File: src/design/soc_pkg.sv
package soc_pkg;
    localparam int ADDR_W     = 12;
    localparam int DATA_W     = 32;
    localparam int POR_CYCLES = 16;
    localparam int POR_CNT_W  = $clog2(POR_CYCLES);
    localparam int RAM_WORDS  = 256;
    localparam int RAM_AW     = $clog2(RAM_WORDS);
    localparam int WIN_AW     = 8;  // Each peripheral owns a 256-byte window.

    localparam logic [ADDR_W-1:0] GPIO_BASE = 12'h400;
    localparam logic [ADDR_W-1:0] HEX_BASE  = 12'h500;
    localparam logic [ADDR_W-1:0] EXTI_BASE = 12'h600;

    localparam int GPIO_NUM = 10;
    localparam int EXTI_NUM = 12;
    localparam int HEX_NUM  = 6;

    localparam logic [WIN_AW-1:0] REG_GPIO_OUT  = 8'h00;
    localparam logic [WIN_AW-1:0] REG_GPIO_DIR  = 8'h04;
    localparam logic [WIN_AW-1:0] REG_GPIO_IN   = 8'h08;
    localparam logic [WIN_AW-1:0] REG_HEX_VAL   = 8'h00;
    localparam logic [WIN_AW-1:0] REG_HEX_BLANK = 8'h04;
    localparam logic [WIN_AW-1:0] REG_EXTI_EN   = 8'h00;
    localparam logic [WIN_AW-1:0] REG_EXTI_PEND = 8'h04;

    typedef enum logic [2:0] {
        slv_ram,
        slv_gpio,
        slv_hex,
        slv_exti,
        slv_none
    } slave_e;

    // Segments are active low, ordered gfedcba.
    function automatic logic [6:0] seg7_encode(input logic [3:0] val);
        logic [6:0] seg;
        case (val)
            4'h0: seg = 7'h40;
            4'h1: seg = 7'h79;
            4'h2: seg = 7'h24;
            4'h3: seg = 7'h30;
            4'h4: seg = 7'h19;
            4'h5: seg = 7'h12;
            4'h6: seg = 7'h02;
            4'h7: seg = 7'h78;
            4'h8: seg = 7'h00;
            4'h9: seg = 7'h10;
            4'ha: seg = 7'h08;
            4'hb: seg = 7'h03;
            4'hc: seg = 7'h46;
            4'hd: seg = 7'h21;
            4'he: seg = 7'h06;
            default: seg = 7'h0e;
        endcase
        return seg;
    endfunction
endpackage
File: src/design/apb_if.sv
`timescale 1ns/1ps

interface apb_if #(
    parameter int ADDR_W = soc_pkg::ADDR_W,
    parameter int DATA_W = soc_pkg::DATA_W
);
    logic              psel;
    logic              penable;
    logic              pwrite;
    logic [ADDR_W-1:0] paddr;
    logic [DATA_W-1:0] pwdata;
    logic [DATA_W-1:0] prdata;
    logic              pready;
    logic              pslverr;

    modport manager (
        output psel, penable, pwrite, paddr, pwdata,
        input  prdata, pready, pslverr
    );

    modport completer (
        input  psel, penable, pwrite, paddr, pwdata,
        output prdata, pready, pslverr
    );
endinterface

File: src/design/exti_slave.sv
`timescale 1ns/1ps

module exti_slave (
    input  logic                         clk,
    input  logic                         rst_n,
    apb_if.completer                     bus,
    input  logic [soc_pkg::EXTI_NUM-1:0] pins,
    output logic                         irq
);
    import soc_pkg::*;

    logic [EXTI_NUM-1:0] sync1_q;
    logic [EXTI_NUM-1:0] sync2_q;
    logic [EXTI_NUM-1:0] edge_q;
    logic [EXTI_NUM-1:0] en_q;
    logic [EXTI_NUM-1:0] pend_q;
    logic [EXTI_NUM-1:0] rise;
    logic [EXTI_NUM-1:0] clr;
    logic                wr_en;

    assign wr_en = bus.psel && bus.penable && bus.pwrite;
    assign rise  = sync2_q & ~edge_q;
    assign clr   = (wr_en && bus.paddr[WIN_AW-1:0] == REG_EXTI_PEND) ?
                   bus.pwdata[EXTI_NUM-1:0] : '0;

    always_ff @(posedge clk or negedge rst_n) begin
        if (!rst_n) begin
            sync1_q <= '0;
            sync2_q <= '0;
            edge_q  <= '0;
            en_q    <= '0;
            pend_q  <= '0;
        end else begin
            sync1_q <= pins;
            sync2_q <= sync1_q;
            edge_q  <= sync2_q;
            pend_q  <= (pend_q & ~clr) | rise;  // A fresh edge beats the clear.
            if (wr_en && bus.paddr[WIN_AW-1:0] == REG_EXTI_EN)
                en_q <= bus.pwdata[EXTI_NUM-1:0];
        end
    end

    always_comb begin
        case (bus.paddr[WIN_AW-1:0])
            REG_EXTI_EN:   bus.prdata = DATA_W'(en_q);
            REG_EXTI_PEND: bus.prdata = DATA_W'(pend_q);
            default:       bus.prdata = '0;
        endcase
    end

    assign irq         = |(pend_q & en_q);
    assign bus.pready  = bus.psel && bus.penable;
    assign bus.pslverr = 1'b0;
endmodule

File: src/flat_wrapper.sv
// flat-port wrapper written by rule: the top's interface ports become plain ports
module exti_slave_flat import soc_pkg::*;
  (clk, rst_n, pins, irq, bus_psel, bus_penable, bus_pwrite, bus_paddr, bus_pwdata, bus_prdata, bus_pready, bus_pslverr);
  apb_if bus_i ();
  input  logic clk;
  input  logic rst_n;
  input  logic [soc_pkg::EXTI_NUM-1:0] pins;
  output logic irq;
  input wire logic [$bits(bus_i.psel)-1:0] bus_psel;
  input wire logic [$bits(bus_i.penable)-1:0] bus_penable;
  input wire logic [$bits(bus_i.pwrite)-1:0] bus_pwrite;
  input wire logic [$bits(bus_i.paddr)-1:0] bus_paddr;
  input wire logic [$bits(bus_i.pwdata)-1:0] bus_pwdata;
  output wire logic [$bits(bus_i.prdata)-1:0] bus_prdata;
  output wire logic [$bits(bus_i.pready)-1:0] bus_pready;
  output wire logic [$bits(bus_i.pslverr)-1:0] bus_pslverr;
  assign bus_i.psel = bus_psel;
  assign bus_i.penable = bus_penable;
  assign bus_i.pwrite = bus_pwrite;
  assign bus_i.paddr = bus_paddr;
  assign bus_i.pwdata = bus_pwdata;
  assign bus_prdata = bus_i.prdata;
  assign bus_pready = bus_i.pready;
  assign bus_pslverr = bus_i.pslverr;
  exti_slave u_core (.clk(clk), .rst_n(rst_n), .bus(bus_i), .pins(pins), .irq(irq));
endmodule
File: config.mk
export PLATFORM = sky130hd
export DESIGN_NAME = exti_slave_flat
export DESIGN_NICKNAME = d
export VERILOG_FILES = /design/src/design/soc_pkg.sv /design/src/design/apb_if.sv /design/src/design/exti_slave.sv /design/src/flat_wrapper.sv
export SDC_FILE = /design/constraint.sdc
export NUM_CORES = 1
export LEC_CHECK = 0
export BUFFER_PORTS_ARGS = -buffer_cell sky130_fd_sc_hd__buf_2
export CELL_PAD_IN_SITES_DETAIL_PLACEMENT = 0
export CELL_PAD_IN_SITES_GLOBAL_PLACEMENT = 2
export CORE_UTILIZATION = 29
export DETAILED_ROUTE_END_ITERATION = 8
export HOLD_SLACK_MARGIN = 0.05
export PLACE_DENSITY_LB_ADDON = 0.1
export SLEW_MARGIN = 20
export SYNTH_ARGS = -nofsm -noshare
export SYNTH_HDL_FRONTEND = slang
export SYNTH_SLANG_ARGS = --single-unit
File: constraint.sdc
create_clock -name clk -period 2.2 [get_ports clk]
set_clock_uncertainty 0.05 [all_clocks]
set_input_delay 0.22 -clock clk [delete_from_list [all_inputs] [get_ports clk]]
set_output_delay 0.22 -clock clk [all_outputs]
set_load 0.01 [all_outputs]
==> impl_metrics.ini <==
[status]
status = completed

[timing]
finalSetupTns_ns = 0
setup_viol = 0
hold_viol = 0
rsz0062_at_grt = no
finalMaxSlewViolations = 0
min_period_ns = 1.98
fin_crit_sh_pct = 90.1
layout_setup_ws_ns = 0.218
max_freq_mhz = 504

[critical_path]
crit_buf_inv = 2
cpPeakStageDelay_ns = 0.60
crit_chain = buf_2 -> or4_1 -> or2_2 -> nor2_1 -> buf_2
rr_worst_depth = 1
crit_arrival_ns = 1.71
cp_common_cell = buf_2
cp_top_family = simple AND/OR/NAND/NOR gates
critPathLaunchType = primary input
crit_slowest_cell = or4_1
critPathRequiredTime_ns = 1.93
crit_fanout = 12
cp-end-kind = primary output
crit_type = in2out
cp_num_cells = 5

[synthesis]
synth_flop_cell = dfrtp_1
synth_top_area_share_pct = 62.5
synth_edf_count = 0
yosys.area.top_type = dfrtp_1
synth-seq-cells = 60
netlist_area_um2 = 2400
yosysSeqAreaShare_pct = 62.5
synth_warnings = 0
syn_avg_cell_area_um2 = 12.0
ys_types = 22
synthArstFlopShare_pct = 100
synth_area_leaders = dfrtp_1 63%, buf_4 6.6%, mux2_2 5.6%
syn-instance-count = 200

[cts]
hold_buffers = 13
cts_tree = done
clk_path_buf_depth = 2
cts_resized = 0
clk_pin_slew_worst_paths_ns = 0.06
clock_insertion_delay_worst_skew_ns = 0.33
clock_sinks = 60
cts_root_buf = clkbuf_8
htree_levels = 3
post_cts_buffers = 0
numCtsBuffers = 9

[placement]
numPortBuffers = 50
place_hpwl_um = 3340
post_dp_cell_area_um2 = 2730
place.gp.congestion = 0.669
place_ws_ns = 0.175

[min_path]
min-delay-path-class = in2reg
min_path_cells = 2

[die]
core-area_um2 = 7850
die_w_um = 93.0
start_util_pct = 30.6
rows = 32
die_h_um = 93.0
io_pins = 96
die_area_um2 = 8650

[power_and_ir_drop]
p_int_mw = 1.67
pwr-share-clk_pct = 39.7
p_leak_nw = 1.57
seqPwrFrac_pct = 52.9
switching_share_pct = 23.4
comb_power_share_pct = 7.3
switchingPower_uw = 509
power.density_nw_per_um2 = 719
finalPower_mw = 2.18
vdd_drop_max_uv = 329

[grt]
grt_max_degree = 41
grt_antenna_before_repair = 0
globalRouteOverflowTotal = 0
grt_pass1_vias = 1654
grt_use_total_pct = 13.0
grt_pass1_wl_um = 8230

[route]
vias = 1613
drt-total-wl_um = 4990
viasPerCell = 4.28
ant_nets = 0
drt-initial-drc-count = 44
dr.pass1.iters = 4
avgRoutedWirePerCell_um = 13.2
drc = 0

[cells_and_area]
areaGrowthSynthToFinish_pct = 26.2
drive_above_1_share_pct = 30.5
nNetsFinal = 332
design_area_um2 = 3030
fillerInstances = 804
diodes = 0

[flow_run]
drv_cap = 0
-- worst paths after layout --
path	start	slack, ns	to
worst max-delay path	bus_paddr[6]	0.22	bus_prdata[5]
worst min-delay path	bus_pwdata[0]	0.09	u_core.en_q[0]
worst max register to register	u_core.en_q[0]	1.37	u_core.en_q[0]
worst min register to register	u_core.sync1_q[4]	0.30	u_core.sync2_q[4]
max in group asynchronous	rst_n	1.17	u_core.sync2_q[2]
min in group asynchronous	rst_n	0.34	u_core.sync1_q[7]
-- metal layers --
layer | vias up | GRT usage [%] | part of all wire (%)
met3 | 9 | 3.25 | 6.4
met2 | 73 | 18.6 | 44
li1 | 768 | - | -
met1 | 763 | 17.5 | 48
met4 | 0 | 8.46 | 2.1
met5 | - | 0 | 0
-- synth_stat cells, types with 2 or more instances --
master / count
dfrtp_1: 60
inv_1: 24
buf_4: 21
mux2_2: 12
mux2i_1: 12
nand2_1: 12
nor2_1: 12
nor4_1: 12
o22ai_1: 12
clkbuf_1: 6
a221oi_1: 3
a22o_1: 3
nand3_1: 2
-- sequential cells by signal, indices dropped and copies added (netlist names) --
| register | cells |
|---|---|
| u_core.pend_q | 12 |
| u_core.sync1_q | 12 |
| u_core.edge_q | 12 |
| u_core.en_q | 12 |
| u_core.sync2_q | 12 |
-- power groups by stage --
stage          Combinational [mW]  Clock [mW]  Sequential [mW]
2_1_floorplan              0.0922           0             1.17
3_3_place_gp                0.145           0             1.17
3_5_place_dp                0.145           0             1.17
4_1_cts                     0.163       0.910             1.15
5_1_grt                     0.180       0.967             1.16
6_report                    0.160       0.866             1.15
-- cells by family after synthesis --
| kind of cell | Yosys count | share of synthesized area (%) |
|---|---|---|
| compound gates | 18 | 5.32 |
| simple gates | 43 | 9.28 |
| flops | 60 | 62.5 |
| other cells | 1 | 0.156 |
| mux | 24 | 10.6 |
| buf+inv | 54 | 12.1 |
-- cells in the final DEF, fill, tap and decap left out, types with 3 or more instances in the layout --
| master | instances |
|---|---|
| buf_4 | 5 |
| clkbuf_8 | 11 |
| buf_2 | 50 |
| conb_1 | 21 |
| mux2_2 | 12 |
| mux2i_1 | 12 |
| o22ai_1 | 12 |
| inv_1 | 24 |
| a221oi_1 | 3 |
| nor2_1 | 12 |
| nor4_1 | 12 |
| dlygate4sd3_1 | 13 |
| nand2_1 | 12 |
| a22o_1 | 3 |
| dfrtp_1 | 60 |
-- metrics by stage --
step / util (%) / hold WS, ns / std cells
finish: 38.6 / 0.0889 / 377
global route: 38.6 / 0.0723 / 377
CTS: 38.6 / 0.0635 / 377
detailed placement: 34.8 / 0.164 / 349
global placement: 34.8 / 0.168 / 349
floorplan: - / -0.126 / 220
-- area by class of cell --
cell class	instances	area, um^2	area share [%]
flip-flops and latches	60	1500	49.5
multi-input cells	106	684	22.6
repair buffers	70	458	15.1
clock buffers	13	159	5.24
well taps	102	128	4.21
inverters	24	90.1	2.97
clock inverters	2	10.0	0.330
Power figures use the tool's default switching activity.
