### src/design/soc_pkg.sv
package soc_pkg;
    localparam int ADDR_W     = 12;
    localparam int DATA_W     = 32;
    localparam int POR_CYCLES = 16;
    localparam int POR_CNT_W  = $clog2(POR_CYCLES);
    localparam int RAM_WORDS  = 256;
    localparam int RAM_AW     = $clog2(RAM_WORDS);
    localparam int WIN_AW     = 8;  // Each peripheral owns a 256-byte window.

    localparam logic [ADDR_W-1:0] GPIO_BASE = 12'h400;
    localparam logic [ADDR_W-1:0] HEX_BASE  = 12'h500;
    localparam logic [ADDR_W-1:0] EXTI_BASE = 12'h600;

    localparam int GPIO_NUM = 10;
    localparam int EXTI_NUM = 12;
    localparam int HEX_NUM  = 6;

    localparam logic [WIN_AW-1:0] REG_GPIO_OUT  = 8'h00;
    localparam logic [WIN_AW-1:0] REG_GPIO_DIR  = 8'h04;
    localparam logic [WIN_AW-1:0] REG_GPIO_IN   = 8'h08;
    localparam logic [WIN_AW-1:0] REG_HEX_VAL   = 8'h00;
    localparam logic [WIN_AW-1:0] REG_HEX_BLANK = 8'h04;
    localparam logic [WIN_AW-1:0] REG_EXTI_EN   = 8'h00;
    localparam logic [WIN_AW-1:0] REG_EXTI_PEND = 8'h04;

    typedef enum logic [2:0] {
        slv_ram,
        slv_gpio,
        slv_hex,
        slv_exti,
        slv_none
    } slave_e;

    // Segments are active low, ordered gfedcba.
    function automatic logic [6:0] seg7_encode(input logic [3:0] val);
        logic [6:0] seg;
        case (val)
            4'h0: seg = 7'h40;
            4'h1: seg = 7'h79;
            4'h2: seg = 7'h24;
            4'h3: seg = 7'h30;
            4'h4: seg = 7'h19;
            4'h5: seg = 7'h12;
            4'h6: seg = 7'h02;
            4'h7: seg = 7'h78;
            4'h8: seg = 7'h00;
            4'h9: seg = 7'h10;
            4'ha: seg = 7'h08;
            4'hb: seg = 7'h03;
            4'hc: seg = 7'h46;
            4'hd: seg = 7'h21;
            4'he: seg = 7'h06;
            default: seg = 7'h0e;
        endcase
        return seg;
    endfunction
endpackage
### src/design/apb_if.sv
`timescale 1ns/1ps

interface apb_if #(
    parameter int ADDR_W = soc_pkg::ADDR_W,
    parameter int DATA_W = soc_pkg::DATA_W
);
    logic              psel;
    logic              penable;
    logic              pwrite;
    logic [ADDR_W-1:0] paddr;
    logic [DATA_W-1:0] pwdata;
    logic [DATA_W-1:0] prdata;
    logic              pready;
    logic              pslverr;

    modport manager (
        output psel, penable, pwrite, paddr, pwdata,
        input  prdata, pready, pslverr
    );

    modport completer (
        input  psel, penable, pwrite, paddr, pwdata,
        output prdata, pready, pslverr
    );
endinterface

### src/design/apb_decoder.sv
`timescale 1ns/1ps

module apb_decoder (
    input logic      clk,
    input logic      rst_n,
    apb_if.completer mgr,
    apb_if.manager   ram,
    apb_if.manager   gpio,
    apb_if.manager   hex,
    apb_if.manager   exti
);
    import soc_pkg::*;

    slave_e target;

    always_comb begin
        if (mgr.paddr < ADDR_W'(RAM_WORDS * 4)) begin
            target = slv_ram;
        end else begin
            case (mgr.paddr[ADDR_W-1:WIN_AW])
                GPIO_BASE[ADDR_W-1:WIN_AW]: target = slv_gpio;
                HEX_BASE[ADDR_W-1:WIN_AW]:  target = slv_hex;
                EXTI_BASE[ADDR_W-1:WIN_AW]: target = slv_exti;
                default:                    target = slv_none;
            endcase
        end
    end

    assign ram.psel     = mgr.psel && (target == slv_ram);
    assign ram.penable  = mgr.penable;
    assign ram.pwrite   = mgr.pwrite;
    assign ram.paddr    = ADDR_W'(mgr.paddr[RAM_AW+1:0]);
    assign ram.pwdata   = mgr.pwdata;
    assign gpio.psel    = mgr.psel && (target == slv_gpio);
    assign gpio.penable = mgr.penable;
    assign gpio.pwrite  = mgr.pwrite;
    assign gpio.paddr   = ADDR_W'(mgr.paddr[WIN_AW-1:0]); // Offset within the window.
    assign gpio.pwdata  = mgr.pwdata;
    assign hex.psel     = mgr.psel && (target == slv_hex);
    assign hex.penable  = mgr.penable;
    assign hex.pwrite   = mgr.pwrite;
    assign hex.paddr    = ADDR_W'(mgr.paddr[WIN_AW-1:0]);
    assign hex.pwdata   = mgr.pwdata;
    assign exti.psel    = mgr.psel && (target == slv_exti);
    assign exti.penable = mgr.penable;
    assign exti.pwrite  = mgr.pwrite;
    assign exti.paddr   = ADDR_W'(mgr.paddr[WIN_AW-1:0]);
    assign exti.pwdata  = mgr.pwdata;

    always_comb begin
        case (target)
            slv_ram:  {mgr.prdata, mgr.pready, mgr.pslverr} = {ram.prdata, ram.pready, ram.pslverr};
            slv_gpio: {mgr.prdata, mgr.pready, mgr.pslverr} = {gpio.prdata, gpio.pready, gpio.pslverr};
            slv_hex:  {mgr.prdata, mgr.pready, mgr.pslverr} = {hex.prdata, hex.pready, hex.pslverr};
            slv_exti: {mgr.prdata, mgr.pready, mgr.pslverr} = {exti.prdata, exti.pready, exti.pslverr};
            default: begin
                // Unmapped addresses end in the first access cycle with an error.
                mgr.prdata  = '0;
                mgr.pready  = mgr.psel && mgr.penable;
                mgr.pslverr = mgr.psel && mgr.penable;
            end
        endcase
    end

    a_addr_stable: assert property (@(posedge clk) disable iff (!rst_n)
        mgr.psel && mgr.penable && !mgr.pready |=> $stable(mgr.paddr));
endmodule

### src/flat_wrapper.sv
// flat-port wrapper written by rule: the top's interface ports become plain ports
module apb_decoder_flat import soc_pkg::*;
  (clk, rst_n, mgr_psel, mgr_penable, mgr_pwrite, mgr_paddr, mgr_pwdata, mgr_prdata, mgr_pready, mgr_pslverr, ram_psel, ram_penable, ram_pwrite, ram_paddr, ram_pwdata, ram_prdata, ram_pready, ram_pslverr, gpio_psel, gpio_penable, gpio_pwrite, gpio_paddr, gpio_pwdata, gpio_prdata, gpio_pready, gpio_pslverr, hex_psel, hex_penable, hex_pwrite, hex_paddr, hex_pwdata, hex_prdata, hex_pready, hex_pslverr, exti_psel, exti_penable, exti_pwrite, exti_paddr, exti_pwdata, exti_prdata, exti_pready, exti_pslverr);
  apb_if mgr_i ();
  apb_if ram_i ();
  apb_if gpio_i ();
  apb_if hex_i ();
  apb_if exti_i ();
  input logic clk;
  input logic rst_n;
  input wire logic [$bits(mgr_i.psel)-1:0] mgr_psel;
  input wire logic [$bits(mgr_i.penable)-1:0] mgr_penable;
  input wire logic [$bits(mgr_i.pwrite)-1:0] mgr_pwrite;
  input wire logic [$bits(mgr_i.paddr)-1:0] mgr_paddr;
  input wire logic [$bits(mgr_i.pwdata)-1:0] mgr_pwdata;
  output wire logic [$bits(mgr_i.prdata)-1:0] mgr_prdata;
  output wire logic [$bits(mgr_i.pready)-1:0] mgr_pready;
  output wire logic [$bits(mgr_i.pslverr)-1:0] mgr_pslverr;
  output wire logic [$bits(ram_i.psel)-1:0] ram_psel;
  output wire logic [$bits(ram_i.penable)-1:0] ram_penable;
  output wire logic [$bits(ram_i.pwrite)-1:0] ram_pwrite;
  output wire logic [$bits(ram_i.paddr)-1:0] ram_paddr;
  output wire logic [$bits(ram_i.pwdata)-1:0] ram_pwdata;
  input wire logic [$bits(ram_i.prdata)-1:0] ram_prdata;
  input wire logic [$bits(ram_i.pready)-1:0] ram_pready;
  input wire logic [$bits(ram_i.pslverr)-1:0] ram_pslverr;
  output wire logic [$bits(gpio_i.psel)-1:0] gpio_psel;
  output wire logic [$bits(gpio_i.penable)-1:0] gpio_penable;
  output wire logic [$bits(gpio_i.pwrite)-1:0] gpio_pwrite;
  output wire logic [$bits(gpio_i.paddr)-1:0] gpio_paddr;
  output wire logic [$bits(gpio_i.pwdata)-1:0] gpio_pwdata;
  input wire logic [$bits(gpio_i.prdata)-1:0] gpio_prdata;
  input wire logic [$bits(gpio_i.pready)-1:0] gpio_pready;
  input wire logic [$bits(gpio_i.pslverr)-1:0] gpio_pslverr;
  output wire logic [$bits(hex_i.psel)-1:0] hex_psel;
  output wire logic [$bits(hex_i.penable)-1:0] hex_penable;
  output wire logic [$bits(hex_i.pwrite)-1:0] hex_pwrite;
  output wire logic [$bits(hex_i.paddr)-1:0] hex_paddr;
  output wire logic [$bits(hex_i.pwdata)-1:0] hex_pwdata;
  input wire logic [$bits(hex_i.prdata)-1:0] hex_prdata;
  input wire logic [$bits(hex_i.pready)-1:0] hex_pready;
  input wire logic [$bits(hex_i.pslverr)-1:0] hex_pslverr;
  output wire logic [$bits(exti_i.psel)-1:0] exti_psel;
  output wire logic [$bits(exti_i.penable)-1:0] exti_penable;
  output wire logic [$bits(exti_i.pwrite)-1:0] exti_pwrite;
  output wire logic [$bits(exti_i.paddr)-1:0] exti_paddr;
  output wire logic [$bits(exti_i.pwdata)-1:0] exti_pwdata;
  input wire logic [$bits(exti_i.prdata)-1:0] exti_prdata;
  input wire logic [$bits(exti_i.pready)-1:0] exti_pready;
  input wire logic [$bits(exti_i.pslverr)-1:0] exti_pslverr;
  assign mgr_i.psel = mgr_psel;
  assign mgr_i.penable = mgr_penable;
  assign mgr_i.pwrite = mgr_pwrite;
  assign mgr_i.paddr = mgr_paddr;
  assign mgr_i.pwdata = mgr_pwdata;
  assign mgr_prdata = mgr_i.prdata;
  assign mgr_pready = mgr_i.pready;
  assign mgr_pslverr = mgr_i.pslverr;
  assign ram_psel = ram_i.psel;
  assign ram_penable = ram_i.penable;
  assign ram_pwrite = ram_i.pwrite;
  assign ram_paddr = ram_i.paddr;
  assign ram_pwdata = ram_i.pwdata;
  assign ram_i.prdata = ram_prdata;
  assign ram_i.pready = ram_pready;
  assign ram_i.pslverr = ram_pslverr;
  assign gpio_psel = gpio_i.psel;
  assign gpio_penable = gpio_i.penable;
  assign gpio_pwrite = gpio_i.pwrite;
  assign gpio_paddr = gpio_i.paddr;
  assign gpio_pwdata = gpio_i.pwdata;
  assign gpio_i.prdata = gpio_prdata;
  assign gpio_i.pready = gpio_pready;
  assign gpio_i.pslverr = gpio_pslverr;
  assign hex_psel = hex_i.psel;
  assign hex_penable = hex_i.penable;
  assign hex_pwrite = hex_i.pwrite;
  assign hex_paddr = hex_i.paddr;
  assign hex_pwdata = hex_i.pwdata;
  assign hex_i.prdata = hex_prdata;
  assign hex_i.pready = hex_pready;
  assign hex_i.pslverr = hex_pslverr;
  assign exti_psel = exti_i.psel;
  assign exti_penable = exti_i.penable;
  assign exti_pwrite = exti_i.pwrite;
  assign exti_paddr = exti_i.paddr;
  assign exti_pwdata = exti_i.pwdata;
  assign exti_i.prdata = exti_prdata;
  assign exti_i.pready = exti_pready;
  assign exti_i.pslverr = exti_pslverr;
  apb_decoder u_core (.clk(clk), .rst_n(rst_n), .mgr(mgr_i), .ram(ram_i), .gpio(gpio_i), .hex(hex_i), .exti(exti_i));
endmodule
### config.mk
export PLATFORM = sky130hd
export DESIGN_NAME = apb_decoder_flat
export DESIGN_NICKNAME = d
export VERILOG_FILES = /design/src/design/soc_pkg.sv /design/src/design/apb_if.sv /design/src/design/apb_decoder.sv /design/src/flat_wrapper.sv
export SDC_FILE = /design/constraint.sdc
export NUM_CORES = 1
export LEC_CHECK = 0
export BUFFER_PORTS_ARGS = -buffer_cell sky130_fd_sc_hd__buf_2
export CELL_PAD_IN_SITES_DETAIL_PLACEMENT = 1
export CELL_PAD_IN_SITES_GLOBAL_PLACEMENT = 2
export CORE_AREA = 2 2 158 160
export DETAILED_ROUTE_END_ITERATION = 8
export DIE_AREA = 0 0 160 162
export PLACE_DENSITY_LB_ADDON = 0.05
export SETUP_SLACK_MARGIN = 0.2
export SLEW_MARGIN = 15
export SYNTH_ARGS = -nofsm -noshare
export SYNTH_HDL_FRONTEND = slang
export SYNTH_SLANG_ARGS = --single-unit
### constraint.sdc
create_clock -name vclk -period 1.8
set_input_delay 0.09 -clock vclk [all_inputs]
set_output_delay 0.09 -clock vclk [all_outputs]
set_load 0.02 [all_outputs]
==> flow_summary.json <==
{
  "antenna_found_initial": 2,
  "netlist_top_cells_area": "buf_4, a221oi_1, o31ai_1, nand2_1, nor2_1",
  "die_h_um": 162,
  "wirelength_um": 11500,
  "drive_above_1_share_pct": 56.1,
  "io_buffers": 186,
  "synthXorXnorAreaFrac_pct": 0,
  "gp_congestion": 0.689,
  "synth_mux_area_share_pct": 1.25,
  "grt_pass1_wl_um": 16100,
  "initial_utilization_pct": 9.97,
  "synth_top_family_by_area": "buffers and inverters",
  "worst_setup_path_start_kind": "input port",
  "cp_common_cell": "buf_2",
  "syn_inst": 355,
  "hold_violations": 0,
  "slew_viol_final": 0,
  "yosysMostFrequentCell": "buf_4",
  "instances_no_fill": 687,
  "yosysTopAreaCellShare_pct": 58.4,
  "yosys.area_share.simple_pct": 13.4,
  "synth_common_cells": "buf_4, nand2_1, nor2_1",
  "globalRouteTotalUtil_pct": 8.01,
  "fmax_ghz": 0.683,
  "cp.arrival_ns": 1.37,
  "nFlopsAndLatches": 0,
  "grt_max_degree": 21,
  "ant_nets": 0,
  "place_hpwl_um": 9400,
  "required_ns": 1.71,
  "hold_buffers": 0,
  "num_io_pins": 407,
  "dr.pass1.iters": 4,
  "min_period_ns": 1.46,
  "seq_area_um2": 0,
  "syn2layout_area_growth_pct": 2.50,
  "fin_crit_sh_pct": 81.3,
  "fill_cells": 3038,
  "whs_ns": 0.180,
  "placed_cells": 686,
  "slowest_delay_ns": 0.27,
  "slowest_stage": "and2b_1",
  "p_per_area_nw_per_um2": 245,
  "drc": 0,
  "min_from": "mgr_pwdata[14]",
  "yosysSeqAreaShare_pct": 0,
  "min_to": "exti_pwdata[14]",
  "crit_type": "in2out",
  "cap_violations": 0,
  "synth_compound_area_share_pct": 23.1,
  "clockBufferCount": 0,
  "grt_pass1_vias": 2503,
  "netlist_area_um2": 2400,
  "hold_depth": 0,
  "core_area_um2": 24100,
  "drtIter0Drc": 67,
  "synth_adder_area_share_pct": 0,
  "post_cts_buffers": 0,
  "vias_per_cell": 3.32,
  "synth_cell_types": 23,
  "fin_nets": 549,
  "rows": 57,
  "crit_chain": "buf_2 -> and2b_1 -> buf_4 -> a221oi_1 -> o31ai_1 -> buf_2",
  "setup_viol": 0,
  "place_ws_ns": 0.290,
  "vias": 2282,
  "rsz0062_at_grt": "no",
  "setup_ws_ns": 0.337,
  "crit_fanout": 12,
  "overflow": 0,
  "critPathCaptureType": "output port",
  "syn_avg_cell_area_um2": 6.77,
  "leakage_nw": 1.17,
  "irDropWorstVdd_mv": 0.0513,
  "ctsResizeCount": 0,
  "final.setup.tns_ns": 0,
  "synth_top_cell_by_area": "buf_4",
  "min_path_type": "in2out",
  "ys.warnings.count": 0,
  "routedWlPerCell_um": 16.7,
  "multi_input_area_um2": 977,
  "die_w_um": 160,
  "status": "complete, no violations",
  "fp.dieArea_um2": 25900
}
==> placed cells by master, fill, tap and decap left out <==
cell,n
and4b_1,1
nor2b_1,3
and2_1,1
o22ai_1,1
buf_2,186
a31oi_1,3
a31o_2,1
mux2i_1,3
buf_12,3
buf_4,11
conb_1,14
and2b_1,1
nor4b_4,1
a221oi_1,31
inv_1,1
nor3b_1,1
nand2_1,32
nor2b_4,1
o221ai_1,2
nor2_1,32
o31ai_1,31
or3_1,1
diode_2,1
nand3_1,1
==> worst max-delay path: cells and delay by family <==
| family | cells | cell delay [ns] |
|---|---|---|
| AO/OA/AOI/OAI | 2 | 0.39 |
| buffers and inverters | 3 | 0.62 |
| AND/OR/NAND/NOR | 1 | 0.27 |
==> where the power goes <==
group	internal, W	switching [W]	leakage [nW]
combinational	0.000254	0.000349	1.17
clock	0.0000000000743	0	0.00000634
sequential	0	0	0
total	0.000254	0.000349	1.17
==> layout make-up <==
class              instances  area share, %
inverters                  1          0.152
multi-input cells        161           39.7
diodes                     1          0.102
well taps                324           16.5
repair buffers           200           43.6
==> cell families after synthesis <==
family / Yosys count
compound gates: 69
buf+inv: 207
mux: 3
other cells: 1
simple gates: 75
==> per-layer routing <==
metal | vias up | GRT usage [%] | wire [µm]
met2 | 185 | 15.5 | 5790
met3 | 25 | 3.09 | 1400
met4 | 0 | 0.942 | 125
met5 | - | 0 | 0
met1 | 1031 | 8.44 | 4190
li1 | 1041 | - | -
==> worst max path at each step <==
stage | slack, ns | to | depth (start not counted) | from
2_1_floorplan | 0.37 | mgr_prdata[0] | 6 | mgr_paddr[8]
3_3_place_gp | 0.29 | mgr_prdata[19] | 6 | mgr_paddr[9]
3_5_place_dp | 0.29 | mgr_prdata[19] | 6 | mgr_paddr[9]
4_1_cts | 0.28 | mgr_prdata[19] | 6 | mgr_paddr[9]
5_1_grt | 0.26 | mgr_prdata[19] | 6 | mgr_paddr[9]
6_report | 0.34 | mgr_prdata[19] | 6 | mgr_paddr[9]
==> metrics by stage <==
step | util (%) | power, W | instance area (µm²)
after floorplan | - | 0.000857 | 2450
after global routing | 10.2 | 0.000663 | 2460
after global placement | 10.2 | 0.000624 | 2460
after CTS | 10.2 | 0.000624 | 2460
final | 10.2 | 0.000603 | 2460
after detailed placement | 10.2 | 0.000622 | 2460
Note: power is estimated with default switching activity, not from simulation.
