**src/design/soc_pkg.sv**
```systemverilog
package soc_pkg;
    localparam int ADDR_W     = 12;
    localparam int DATA_W     = 32;
    localparam int POR_CYCLES = 16;
    localparam int POR_CNT_W  = $clog2(POR_CYCLES);
    localparam int RAM_WORDS  = 256;
    localparam int RAM_AW     = $clog2(RAM_WORDS);
    localparam int WIN_AW     = 8;  // Each peripheral owns a 256-byte window.

    localparam logic [ADDR_W-1:0] GPIO_BASE = 12'h400;
    localparam logic [ADDR_W-1:0] HEX_BASE  = 12'h500;
    localparam logic [ADDR_W-1:0] EXTI_BASE = 12'h600;

    localparam int GPIO_NUM = 10;
    localparam int EXTI_NUM = 12;
    localparam int HEX_NUM  = 6;

    localparam logic [WIN_AW-1:0] REG_GPIO_OUT  = 8'h00;
    localparam logic [WIN_AW-1:0] REG_GPIO_DIR  = 8'h04;
    localparam logic [WIN_AW-1:0] REG_GPIO_IN   = 8'h08;
    localparam logic [WIN_AW-1:0] REG_HEX_VAL   = 8'h00;
    localparam logic [WIN_AW-1:0] REG_HEX_BLANK = 8'h04;
    localparam logic [WIN_AW-1:0] REG_EXTI_EN   = 8'h00;
    localparam logic [WIN_AW-1:0] REG_EXTI_PEND = 8'h04;

    typedef enum logic [2:0] {
        slv_ram,
        slv_gpio,
        slv_hex,
        slv_exti,
        slv_none
    } slave_e;

    // Segments are active low, ordered gfedcba.
    function automatic logic [6:0] seg7_encode(input logic [3:0] val);
        logic [6:0] seg;
        case (val)
            4'h0: seg = 7'h40;
            4'h1: seg = 7'h79;
            4'h2: seg = 7'h24;
            4'h3: seg = 7'h30;
            4'h4: seg = 7'h19;
            4'h5: seg = 7'h12;
            4'h6: seg = 7'h02;
            4'h7: seg = 7'h78;
            4'h8: seg = 7'h00;
            4'h9: seg = 7'h10;
            4'ha: seg = 7'h08;
            4'hb: seg = 7'h03;
            4'hc: seg = 7'h46;
            4'hd: seg = 7'h21;
            4'he: seg = 7'h06;
            default: seg = 7'h0e;
        endcase
        return seg;
    endfunction
endpackage
```
**src/design/por.sv**
```systemverilog
`timescale 1ns/1ps

module por (
    input  logic clk,
    input  logic rst_n,
    output logic sys_rst_n
);
    import soc_pkg::*;

    logic [POR_CNT_W-1:0] cnt;

    always_ff @(posedge clk or negedge rst_n) begin
        if (!rst_n) begin
            cnt       <= '0;
            sys_rst_n <= 1'b0;
        end else if (!sys_rst_n) begin
            cnt <= cnt + 1'b1;
            // Release on the POR_CYCLES-th edge after the board reset goes away.
            if (cnt == POR_CNT_W'(POR_CYCLES - 1))
                sys_rst_n <= 1'b1;
        end
    end

    // The system reset may only be released after the board reset has been high for a while.
    a_no_early_release: assert property (@(posedge clk)
        $rose(sys_rst_n) |-> rst_n && $past(rst_n, POR_CYCLES - 1));
endmodule

```
**config.mk**
```make
export PLATFORM = sky130hd
export DESIGN_NAME = por
export DESIGN_NICKNAME = d
export VERILOG_FILES = /design/src/design/soc_pkg.sv /design/src/design/por.sv
export SDC_FILE = /design/constraint.sdc
export NUM_CORES = 1
export LEC_CHECK = 0
export BUFFER_PORTS_ARGS = -buffer_cell sky130_fd_sc_hd__buf_4
export CORE_AREA = 2 2 39 41
export CTS_CLUSTER_DIAMETER = 60
export DETAILED_ROUTE_END_ITERATION = 16
export DIE_AREA = 0 0 41 43
export GPL_ROUTABILITY_DRIVEN = 0
export REMOVE_ABC_BUFFERS = 1
export SYNTH_ARGS = -nofsm -noshare
export SYNTH_HDL_FRONTEND = slang
export SYNTH_SLANG_ARGS = --single-unit
```
**constraint.sdc**
```tcl
create_clock -name clk -period 1.1 [get_ports clk]
set_clock_uncertainty 0.1 [all_clocks]
set_input_delay 0.22 -clock clk [delete_from_list [all_inputs] [get_ports clk]]
set_output_delay 0.22 -clock clk [all_outputs]
set_load 0.05 [all_outputs]
```
==> impl_results.md, run 1 <==
- Outcome: finished, violations left
- Failing checks: negative setup slack
- Tightest Pin Transition: 0.158 ns
- P&R area growth vs syn: 51.6%
- Initial antenna violation count: 0
- Arrival @ worst endpoint: 1.17 ns
- Async S/R FF share, synth: 100%
- CTS Buf Count: 3
- Placed Cells: 32
- Mean Syn Cell Area: 15.3 um2
- Highest Clock Rate: 0.875 GHz
- Remaining antenna violation count: 0
- Remaining global-route overflow: 0
- Worst Slack Setup Final: -0.0428 ns
- Primary FF master, synth: dfrtp_1
- Largest stage delay on the critical path: 0.37 ns
- Netlist cell types: 7
- Final period util: 104%
- Peak VDD IR: 307 uV
- Slowest cell on crit path: dfrtp_1
- Critical path class: reg -> reg
- WL final: 375 um
- Hold Crit Class: in -> async
- Final Critical Period: 1.14 ns
- Nets@finish: 27
- Most frequent cell after synthesis: dfrtp_1
- DIE AREA: 1760 um2
- CTS tree: yes
- Post-layout instance count excluding filler cells: 39
- # setup viols final: 2
- Skew-Pair Late Insertion Delay: 0.24 ns
- Critical-path cell list: ha_1 -> mux2_4
- Max Cap Violations: 0
- Multi-input gate area: 77.6 um2
- Reg2reg start: cnt[1]
- Number of synthesized register bits: 5
- Starting Density: 14.4%
- Chip Width: 41 um
- Reg2reg path depth: 2
- Largest net degree at the start of global routing: 6
- Final instance area: 302 um2
- # clock sinks: 5
- Synth Area in Adders: 6.29%
- Startpoint types: flip-flop
- First-pass GRT wire length: 655 um
- Via count: 142
- # DRC: 0
- Fill cell count: 147
- Buf/Inv on CP: 0
- Leakage: 0.142 nW
- Family with the most delay on the worst path: flip-flops
- Row count: 14
- Layout cells sized above 1: 43.5%
- Hold Fails Final Rpt: 0
- Worst slack at placement: -0.0660 ns
- Reg clk slew, reported paths: 0.04 ns
- N_diodes: 0
- R2R Setup Slk: -0.04 ns
- Post-synthesis sequential area ratio: 62.9%
- Pwr dens: 1350 nW/um2
- RR Endpoint: cnt[1]
- CTS max path bufs: 2
- Synth Area in XOR/XNOR: 13.2%
- Synth area leader: dfrtp_1
- IO Pins: 3
- Number of synthesized flops with an enable pin: 0
- H-tree depth: 1
- Core ar.: 1380 um2
- Dpl cell area: 241 um2
- Buffers added on ports: 2
- Clock root cell: clkbuf_4
- Wire per inst: 9.62 um
- Post-Synthesis Cells: 13
- Vias in the first global route: 172
- Top post-synthesis cells by area: dfrtp_1 63%, xnor2_1 13%, ha_1 6.3%
- Sequential cell area: 126 um2
- Crit end category: flip-flop
- Worst EP required: 1.12 ns
- RSZ-0062 raised after global routing: yes
- Mux cell area share after synthesis: 5.66%
- Synth top area share: 62.9%
- Detailed-router iteration count before antenna repair: 2
- Total track usage: 6.56%
- Die height: 43 um
- Synth Area in Simple Gates: 7.55%
- Compound-Gate Fraction of Synth Area: 4.40%
- Final number of max-transition violations: 0
- DR iter-0 viols: 2
- Warning count from the yosys run: 0
- Worst Path Max Fanout: 2
- Largest family of logic cells by synthesized area: XOR/XNOR gates
- Vias/cell: 3.64
- Headroom to the max-slew limit: 89.4%
- Cell Area, Synth: 199 um2
- Synth cell count leaders: 5 x dfrtp_1, 3 x xnor2_1
==> through the flow <==
| step | utilization (%) | total power [W] | hold slack (ns) | TNS [ns] |
|---|---|---|---|---|
| after CTS | 21.8 | 0.000417 | 0.209 | -0.0819 |
| after floorplan | - | 0.000187 | -0.176 | -0.334 |
| after detailed placement | 17.5 | 0.000193 | -0.0736 | -0.0660 |
| after global routing | 21.8 | 0.000425 | 0.242 | -0.125 |
| final | 21.8 | 0.000407 | 0.216 | -0.0702 |
| after global placement | 17.5 | 0.000193 | -0.0804 | -0.0296 |
==> layer usage <==
metal / GRT usage (%) / vias to the layer above / part of all wire (%)
li1: - / 65 / -
met2: 8.13 / 5 / 45
met4: 10.0 / 0 / 6.4
met5: 0 / - / 0
met3: 3.14 / 4 / 5.6
met1: 5.88 / 68 / 42
==> repair_timing <==
| action | 4_1_cts | 5_1_grt |
|---|---|---|
| setup buffers | 2 | 0 |
| resized for setup | 3 | 0 |
| hold buffers | 1 | 0 |
| gates cloned | 0 | 0 |
| setup endpoints to repair | 2 | 3 |
| endpoints found under the hold margin | 5 | 0 |
| pin swaps | 1 | 0 |
==> cell type report <==
| type | count | share of cell area [%] |
|---|---|---|
| repair buffers | 6 | 17.0 |
| clock buffers | 4 | 8.71 |
| flip-flops and latches | 5 | 41.9 |
| multi-input cells | 8 | 25.7 |
| well taps | 16 | 6.64 |
==> kinds of logic (layout without fill, tap and decap cells) <==
logic type      count (synthesis)  after routing
buf+inv                         0             10
flops                           5              5
xor+xnor                        3              3
mux                             1              1
fa+ha+maj                       1              1
compound gates                  1              1
simple gates                    2              2
==> sequential cells by signal, indices dropped and copies added, names as in the netlist <==
register / count
cnt: 4
sys_rst_n: 1
==> report_power, final <==
| group | total (W) | switching (W) | leakage, nW | internal, W |
|---|---|---|---|---|
| Clock | 0.000214 | 0.0000768 | 0.0150 | 0.000137 |
| Combinational | 0.00000873 | 0.00000406 | 0.0625 | 0.00000467 |
| Sequential | 0.000185 | 0 | 0.0644 | 0.000185 |
==> how the worst max path moves through the flow <==
stage	startpoint	endpoint	slack (ns)	cells after the start
after floorplan	sys_rst_n	cnt[1]	-0.16	1
after global placement	cnt[0]	cnt[1]	-0.03	2
after detailed placement	cnt[0]	cnt[1]	-0.07	2
after CTS	cnt[1]	cnt[1]	-0.05	2
after global routing	cnt[1]	cnt[1]	-0.08	2
final	cnt[1]	cnt[1]	-0.04	2
==> cells in the final DEF, fill, tap and decap left out, drive strengths merged <==
| cell | instances |
|---|---|
| ha | 1 |
| clkbuf | 4 |
| mux2 | 1 |
| dfrtp | 5 |
| dlygate4sd3 | 1 |
| a31o | 1 |
| xnor2 | 3 |
| buf | 5 |
| nand2b | 1 |
| nand4b | 1 |
Power figures use the tool's default switching activity.
==> inputs of run 2 (changes only) <==
--- a/config.mk
+++ b/config.mk
@@ -7,6 +7,7 @@
 export LEC_CHECK = 0
 export BUFFER_PORTS_ARGS = -buffer_cell sky130_fd_sc_hd__buf_4
 export CORE_AREA = 2 2 39 41
+export CTS_BUF_LIST = sky130_fd_sc_hd__clkbuf_4 sky130_fd_sc_hd__clkbuf_8
 export CTS_CLUSTER_DIAMETER = 60
 export DETAILED_ROUTE_END_ITERATION = 16
 export DIE_AREA = 0 0 41 43
==> run 2 against run 1 <==
Net effect: the flow still finishes with violations (negative setup slack); sequential share of layout area decreased by 0.52 points; first-iteration DRC count unchanged; worst setup slack worse by 0.0010 ns; via count unchanged; power rose by 6.2%; final cell count unchanged.
==> impl_results.md, run 2 (same netlist as run 1, synthesis figures left out) <==
- # setup viols final: 2 (unchanged)
- Headroom to the max-slew limit: 89.4% (about the same)
- Final hold slack: 0.215 ns (was 0.216 ns)
- Row count: 14 (unchanged)
- Biggest regs: cnt (4), sys_rst_n (1) (unchanged)
- Final Power: 0.000433 W (was 0.000407 W)
- Largest stage delay on the critical path: 0.37 ns (about the same)
- Buffers added on ports: 2 (unchanged)
- Highest Clock Rate: 0.874 GHz (was 0.875 GHz)
- # clock sinks: 5 (unchanged)
- Sequential cell area: 126 um2 (unchanged)
- Wire per inst: 9.56 um (was 9.62 um)
- N_diodes: 0 (unchanged)
- H-tree depth: 1 (unchanged)
- Final instance area: 305 um2 (was 302 um2)
- Final period util: 104% (about the same)
- Worst slack at placement: -0.0660 ns (unchanged)
- Flop pwr share: 42.7% (was 45.3%)
- Tightest Pin Transition: 0.158 ns (about the same)
- # DRC: 0 (unchanged)
- Total track usage: 6.56% (unchanged)
- Clock root cell: clkbuf_4 (unchanged)
- Startpoint types: flip-flop (unchanged)
- Peak VDD IR: 304 uV (was 307 uV)
- Family with the most delay on the worst path: flip-flops (unchanged)
- Worst path depth: 2 (unchanged)
- Die height: 43 um (unchanged)
- Net Sw Frac: 18.8% (was 19.9%)
- Largest net degree at the start of global routing: 6 (unchanged)
- Dpl cell area: 241 um2 (unchanged)
- Remaining antenna violation count: 0 (unchanged)
- Layout cells sized above 1: 47.8% (was 43.5%)
- Commonest cells after routing, fill and taps aside: 4 x clkbuf_4, 4 x dfrtp_1, 4 x buf_4 (was 4 x dfrtp_1, 4 x buf_4, 3 x xnor2_1, 3 x clkbuf_4)
- Biggest register: cnt (unchanged)
- Switching pwr: 0.0000815 W (was 0.0000809 W)
- Pint: 0.000351 W (was 0.000327 W)
- Core ar.: 1380 um2 (unchanged)
- Final Core Density: 22.1% (was 21.8%)
- CTS Buf Count: 3 (unchanged)
- WL final: 373 um (was 375 um)
- Outcome: finished, violations left (unchanged)
- Reg2reg start: cnt[1] (unchanged)
- Skew-Pair Late Insertion Delay: 0.24 ns (about the same)
- Chip Width: 41 um (unchanged)
- Hold Fails Final Rpt: 0 (unchanged)
- DR iter-0 viols: 2 (unchanged)
- Vias in the first global route: 172 (unchanged)
- Clock power share: 55.3% (was 52.5%)
- Final number of max-transition violations: 0 (unchanged)
- Worst EP required: 1.12 ns (about the same)
- Combinational Power Share: 2.0% (was 2.1%)
- DIE AREA: 1760 um2 (unchanged)
- Buf/Inv on CP: 0 (unchanged)
- Multi-input gate area: 77.6 um2 (unchanged)
- Worst Slack Setup Final: -0.0438 ns (was -0.0428 ns)
- P&R area growth vs syn: 53.5% (was 51.6%)
- First-pass GRT wire length: 655 um (unchanged)
- Hold Crit Class: in -> async (unchanged)
- Critical path class: reg -> reg (unchanged)
- Pwr dens: 1420 nW/um2 (was 1350 nW/um2)
- RSZ-0062 raised after global routing: yes (unchanged)
- Worst Path Max Fanout: 2 (unchanged)
- CTS max path bufs: 2 (unchanged)
- IO Pins: 3 (unchanged)
- Remaining global-route overflow: 0 (unchanged)
- Fill cell count: 147 (unchanged)
- Failing checks: negative setup slack (unchanged)
- Critical-path cell list: ha_1 -> mux2_4 (unchanged)
- Detailed-router iteration count before antenna repair: 2 (unchanged)
- Final Critical Period: 1.14 ns (about the same)
- Reg2reg path depth: 2 (unchanged)
- Max FFs per register: 4 (unchanged)
- Arrival @ worst endpoint: 1.17 ns (about the same)
- R2R Setup Slk: -0.04 ns (about the same)
- Nets@finish: 27 (unchanged)
- Initial antenna violation count: 0 (unchanged)
- Vias/cell: 3.64 (unchanged)
- Reg clk slew, reported paths: 0.04 ns (about the same)
- Slowest cell on crit path: dfrtp_1 (unchanged)
- Max Cap Violations: 0 (unchanged)
- Crit end category: flip-flop (unchanged)
- CTS tree: yes (unchanged)
- Leakage: 0.145 nW (was 0.142 nW)
- RR Endpoint: cnt[1] (unchanged)
- Via count: 142 (unchanged)
- Starting Density: 14.4% (unchanged)
## run 2: changes by cell type in the layout (fill, tap and decap cells not counted)
cell,change
clkbuf_1,-1
clkbuf_4,+1
## run 2: cell type report
cell class / count / area share, %
flip-flops and latches: 5 / 41.4
multi-input cells: 8 / 25.4
clock buffers: 4 / 9.84
well taps: 16 / 6.56
repair buffers: 6 / 16.8
## run 2: worst max-delay path by stage
stage,end,startpoint
after floorplan,cnt[1],sys_rst_n
after global placement,cnt[1],cnt[0]
after detailed placement,cnt[1],cnt[0]
after CTS,cnt[1],cnt[1]
after global routing,cnt[1],cnt[1]
final,cnt[1],cnt[1]
## run 2: worst register-to-register path, stage by stage, from the launching register on
cell,delay [ns]
dfrtp_1,0.37
ha_1,0.29
mux2_4,0.27
## run 2: through the flow
step                      cells  TNS, ns
final                        39  -0.0689
after global routing         39   -0.126
after CTS                    39  -0.0795
after detailed placement     32  -0.0660
after global placement       32  -0.0296
after floorplan              13   -0.334
## run 2: metal layers
metal	wire length, um	track usage (%)	vias to the layer above
met1	162	5.88	68
met3	21	3.14	4
met4	25	10.0	0
li1	-	-	65
met5	0	0	-
met2	164	8.13	5
## run 2: power groups by stage
stage | combinational, W | clock, W | sequential, W
after floorplan | 0.0000000000298 | 0 | 0.000187
after global placement | 0.00000536 | 0 | 0.000187
after detailed placement | 0.00000622 | 0 | 0.000187
after CTS | 0.00000902 | 0.000247 | 0.000185
after global routing | 0.0000101 | 0.000255 | 0.000184
final | 0.00000873 | 0.000239 | 0.000185
## run 2: timing repair
action / CTS / global route
pin swaps: 1 / 0
hold buffers: 1 / 0
buffers inserted: 2 / 0
endpoints found under the setup margin: 2 / 3
hold endpoints to repair: 5 / 0
gates resized for setup: 3 / 0
==> inputs of run 3 (changes only) <==
--- a/config.mk
+++ b/config.mk
@@ -5,7 +5,7 @@
 export SDC_FILE = /design/constraint.sdc
 export NUM_CORES = 1
 export LEC_CHECK = 0
-export BUFFER_PORTS_ARGS = -buffer_cell sky130_fd_sc_hd__buf_4
+export BUFFER_PORTS_ARGS = -buffer_cell sky130_fd_sc_hd__buf_2
 export CORE_AREA = 2 2 39 41
 export CTS_BUF_LIST = sky130_fd_sc_hd__clkbuf_4 sky130_fd_sc_hd__clkbuf_8
 export CTS_CLUSTER_DIAMETER = 60
==> run 3 against run 2 <==
Net effect: the run still ends with negative setup slack left; register-to-register slack worse by 0.02 ns; fmax down 1.4%; power down 0.93%; flip-flop and latch count unchanged; worst hold slack better by 0.013 ns; count of clock-buffer cells in the layout unchanged; first-iteration DRC count down 50%; wire length up 12%; sequential power about the same; critical path depth unchanged; via count up 11%; highest routed layer unchanged.
==> impl_results.md, run 3 (same netlist as run 1, synthesis figures left out) <==
- Outcome: finished, violations left (unchanged)
- Failing checks: negative setup slack (unchanged)
- Vias/cell: 3.74 (was 3.64)
- DIE AREA: 1760 um2 (unchanged)
- IO Pins: 3 (unchanged)
- Final Power: 0.000429 W (was 0.000433 W)
- Buffers added on ports: 2 (unchanged)
- Hold Fails Final Rpt: 0 (unchanged)
- Reg2reg start: cnt[0] (was cnt[1])
- Worst Slack Setup Final: -0.0598 ns (was -0.0438 ns)
- Crit end category: flip-flop (unchanged)
- Remaining antenna violation count: 0 (unchanged)
- # clock sinks: 5 (unchanged)
- Headroom to the max-slew limit: 90.3% (was 89.4%)
- Biggest register: cnt (unchanged)
- Total track usage: 7.36% (was 6.56%)
- Critical path class: reg -> reg (unchanged)
- Pwr dens: 1320 nW/um2 (was 1420 nW/um2)
- Final number of max-transition violations: 0 (unchanged)
- RSZ-0062 raised after global routing: yes (unchanged)
- Reg clk slew, reported paths: 0.04 ns (about the same)
- Final Core Density: 23.5% (was 22.1%)
- Die height: 43 um (unchanged)
- Largest stage delay on the critical path: 0.38 ns (was 0.37 ns)
- Final hold slack: 0.229 ns (was 0.215 ns)
- # DRC: 0 (unchanged)
- Core ar.: 1380 um2 (unchanged)
- Final Critical Period: 1.16 ns (was 1.14 ns)
- Slowest cell on crit path: dfrtp_1 (unchanged)
- Tightest Pin Transition: 0.145 ns (was 0.158 ns)
- Worst Path Max Fanout: 2 (unchanged)
- Largest net degree at the start of global routing: 6 (unchanged)
- Skew-Pair Late Insertion Delay: 0.24 ns (about the same)
- Layout cells sized above 1: 53.8% (was 47.8%)
- CTS max path bufs: 2 (unchanged)
- Highest Clock Rate: 0.862 GHz (was 0.874 GHz)
- Nets@finish: 30 (was 27)
- Row count: 14 (unchanged)
- Starting Density: 14.4% (unchanged)
- First-pass GRT wire length: 759 um (was 655 um)
- CTS tree: yes (unchanged)
- Worst EP required: 1.13 ns (was 1.12 ns)
- Remaining global-route overflow: 0 (unchanged)
- Max Cap Violations: 0 (unchanged)
- DR iter-0 viols: 1 (was 2)
- Biggest regs: cnt (4), sys_rst_n (1) (unchanged)
- Worst setup startpoint: cnt[0] (was cnt[1])
- Chip Width: 41 um (unchanged)
- Leakage: 0.158 nW (was 0.145 nW)
- P&R area growth vs syn: 63.5% (was 53.5%)
- Commonest non-fill, non-tap cell in the layout: buf_4
- Final period util: 105% (was 104%)
- Arrival @ worst endpoint: 1.19 ns (was 1.17 ns)
- Vias in the first global route: 178 (was 172)
- Startpoint types: flip-flop (unchanged)
- Peak VDD IR: 305 uV (was 304 uV)
- Wire per inst: 9.98 um (was 9.56 um)
- H-tree depth: 1 (unchanged)
- N_diodes: 0 (unchanged)
- Clock root cell: clkbuf_4 (unchanged)
- Max FFs per register: 4 (unchanged)
- # setup viols final: 2 (unchanged)
- Via count: 157 (was 142)
- CTS Buf Count: 3 (unchanged)
- Commonest cells after routing, fill and taps aside: 6 x buf_4, 4 x clkbuf_4, 4 x dfrtp_1 (was 4 x clkbuf_4, 4 x dfrtp_1, 4 x buf_4)
- Initial antenna violation count: 0 (unchanged)
- WL final: 419 um (was 373 um)
- Detailed-router iteration count before antenna repair: 2 (unchanged)
- Hold Crit Class: in -> async (unchanged)
- Critical-path cell list: ha_1 -> mux2_4 (unchanged)
## run 3: cell count changes in the layout (fill, tap and decap cells not counted)
cell	previous run	this run
buf_4	4	6
buf_2	0	1
## run 3: path summary, 6_finish.rpt
kind | depth (start not counted) | slack, ns | endpoint
max | 2 | -0.06 | cnt[1]
min | 2 | 0.23 | cnt[0]
max reg2reg | 2 | -0.06 | cnt[1]
min reg2reg | 1 | 0.38 | cnt[3]
max in group asynchronous | 2 | 0.52 | sys_rst_n
min in group clk | 1 | 0.38 | cnt[3]
## run 3: final cells by class
class | instances | area, um2
fillers | 154 | 1060
flip-flops and latches | 5 | 126
multi-input cells | 8 | 77.6
repair buffers | 9 | 71.3
clock buffers | 4 | 30.0
well taps | 16 | 20.0
## run 3: metal layers
layer  routed length [um]  track usage, %
met5                    0               0
met4                   25            6.00
met3                   38            6.28
met2                  206            10.0
met1                  148            6.51
## run 3: what timing repair did
item	in CTS	in global routing
pin swaps	1	3
buffers inserted	5	0
gates resized for setup	4	0
setup endpoints to repair	2	3
hold buffers	1	0
hold endpoints to repair	5	0
## run 3: per-stage QoR
stage	TNS, ns	cells	setup slack [ns]	area (um2)
detailed placement	-0.0763	32	-0.0763	236
global placement	-0.0295	32	-0.0295	236
CTS	-0.103	42	-0.0514	325
global route	-0.178	42	-0.0924	325
floorplan	-0.334	13	-0.158	199
finish	-0.106	42	-0.0598	325
## run 3: power by group
part | switching [W] | total, W | internal, W
sequential | 0 | 0.000185 | 0.000185
combinational | 0.00000406 | 0.00000768 | 0.00000362
clock | 0.0000745 | 0.000236 | 0.000162
## run 3: critical path: cells and delay by family (launching register included)
family,cells,cell delay (ns)
fa+ha+maj,1,0.29
mux,1,0.27
flops,1,0.38
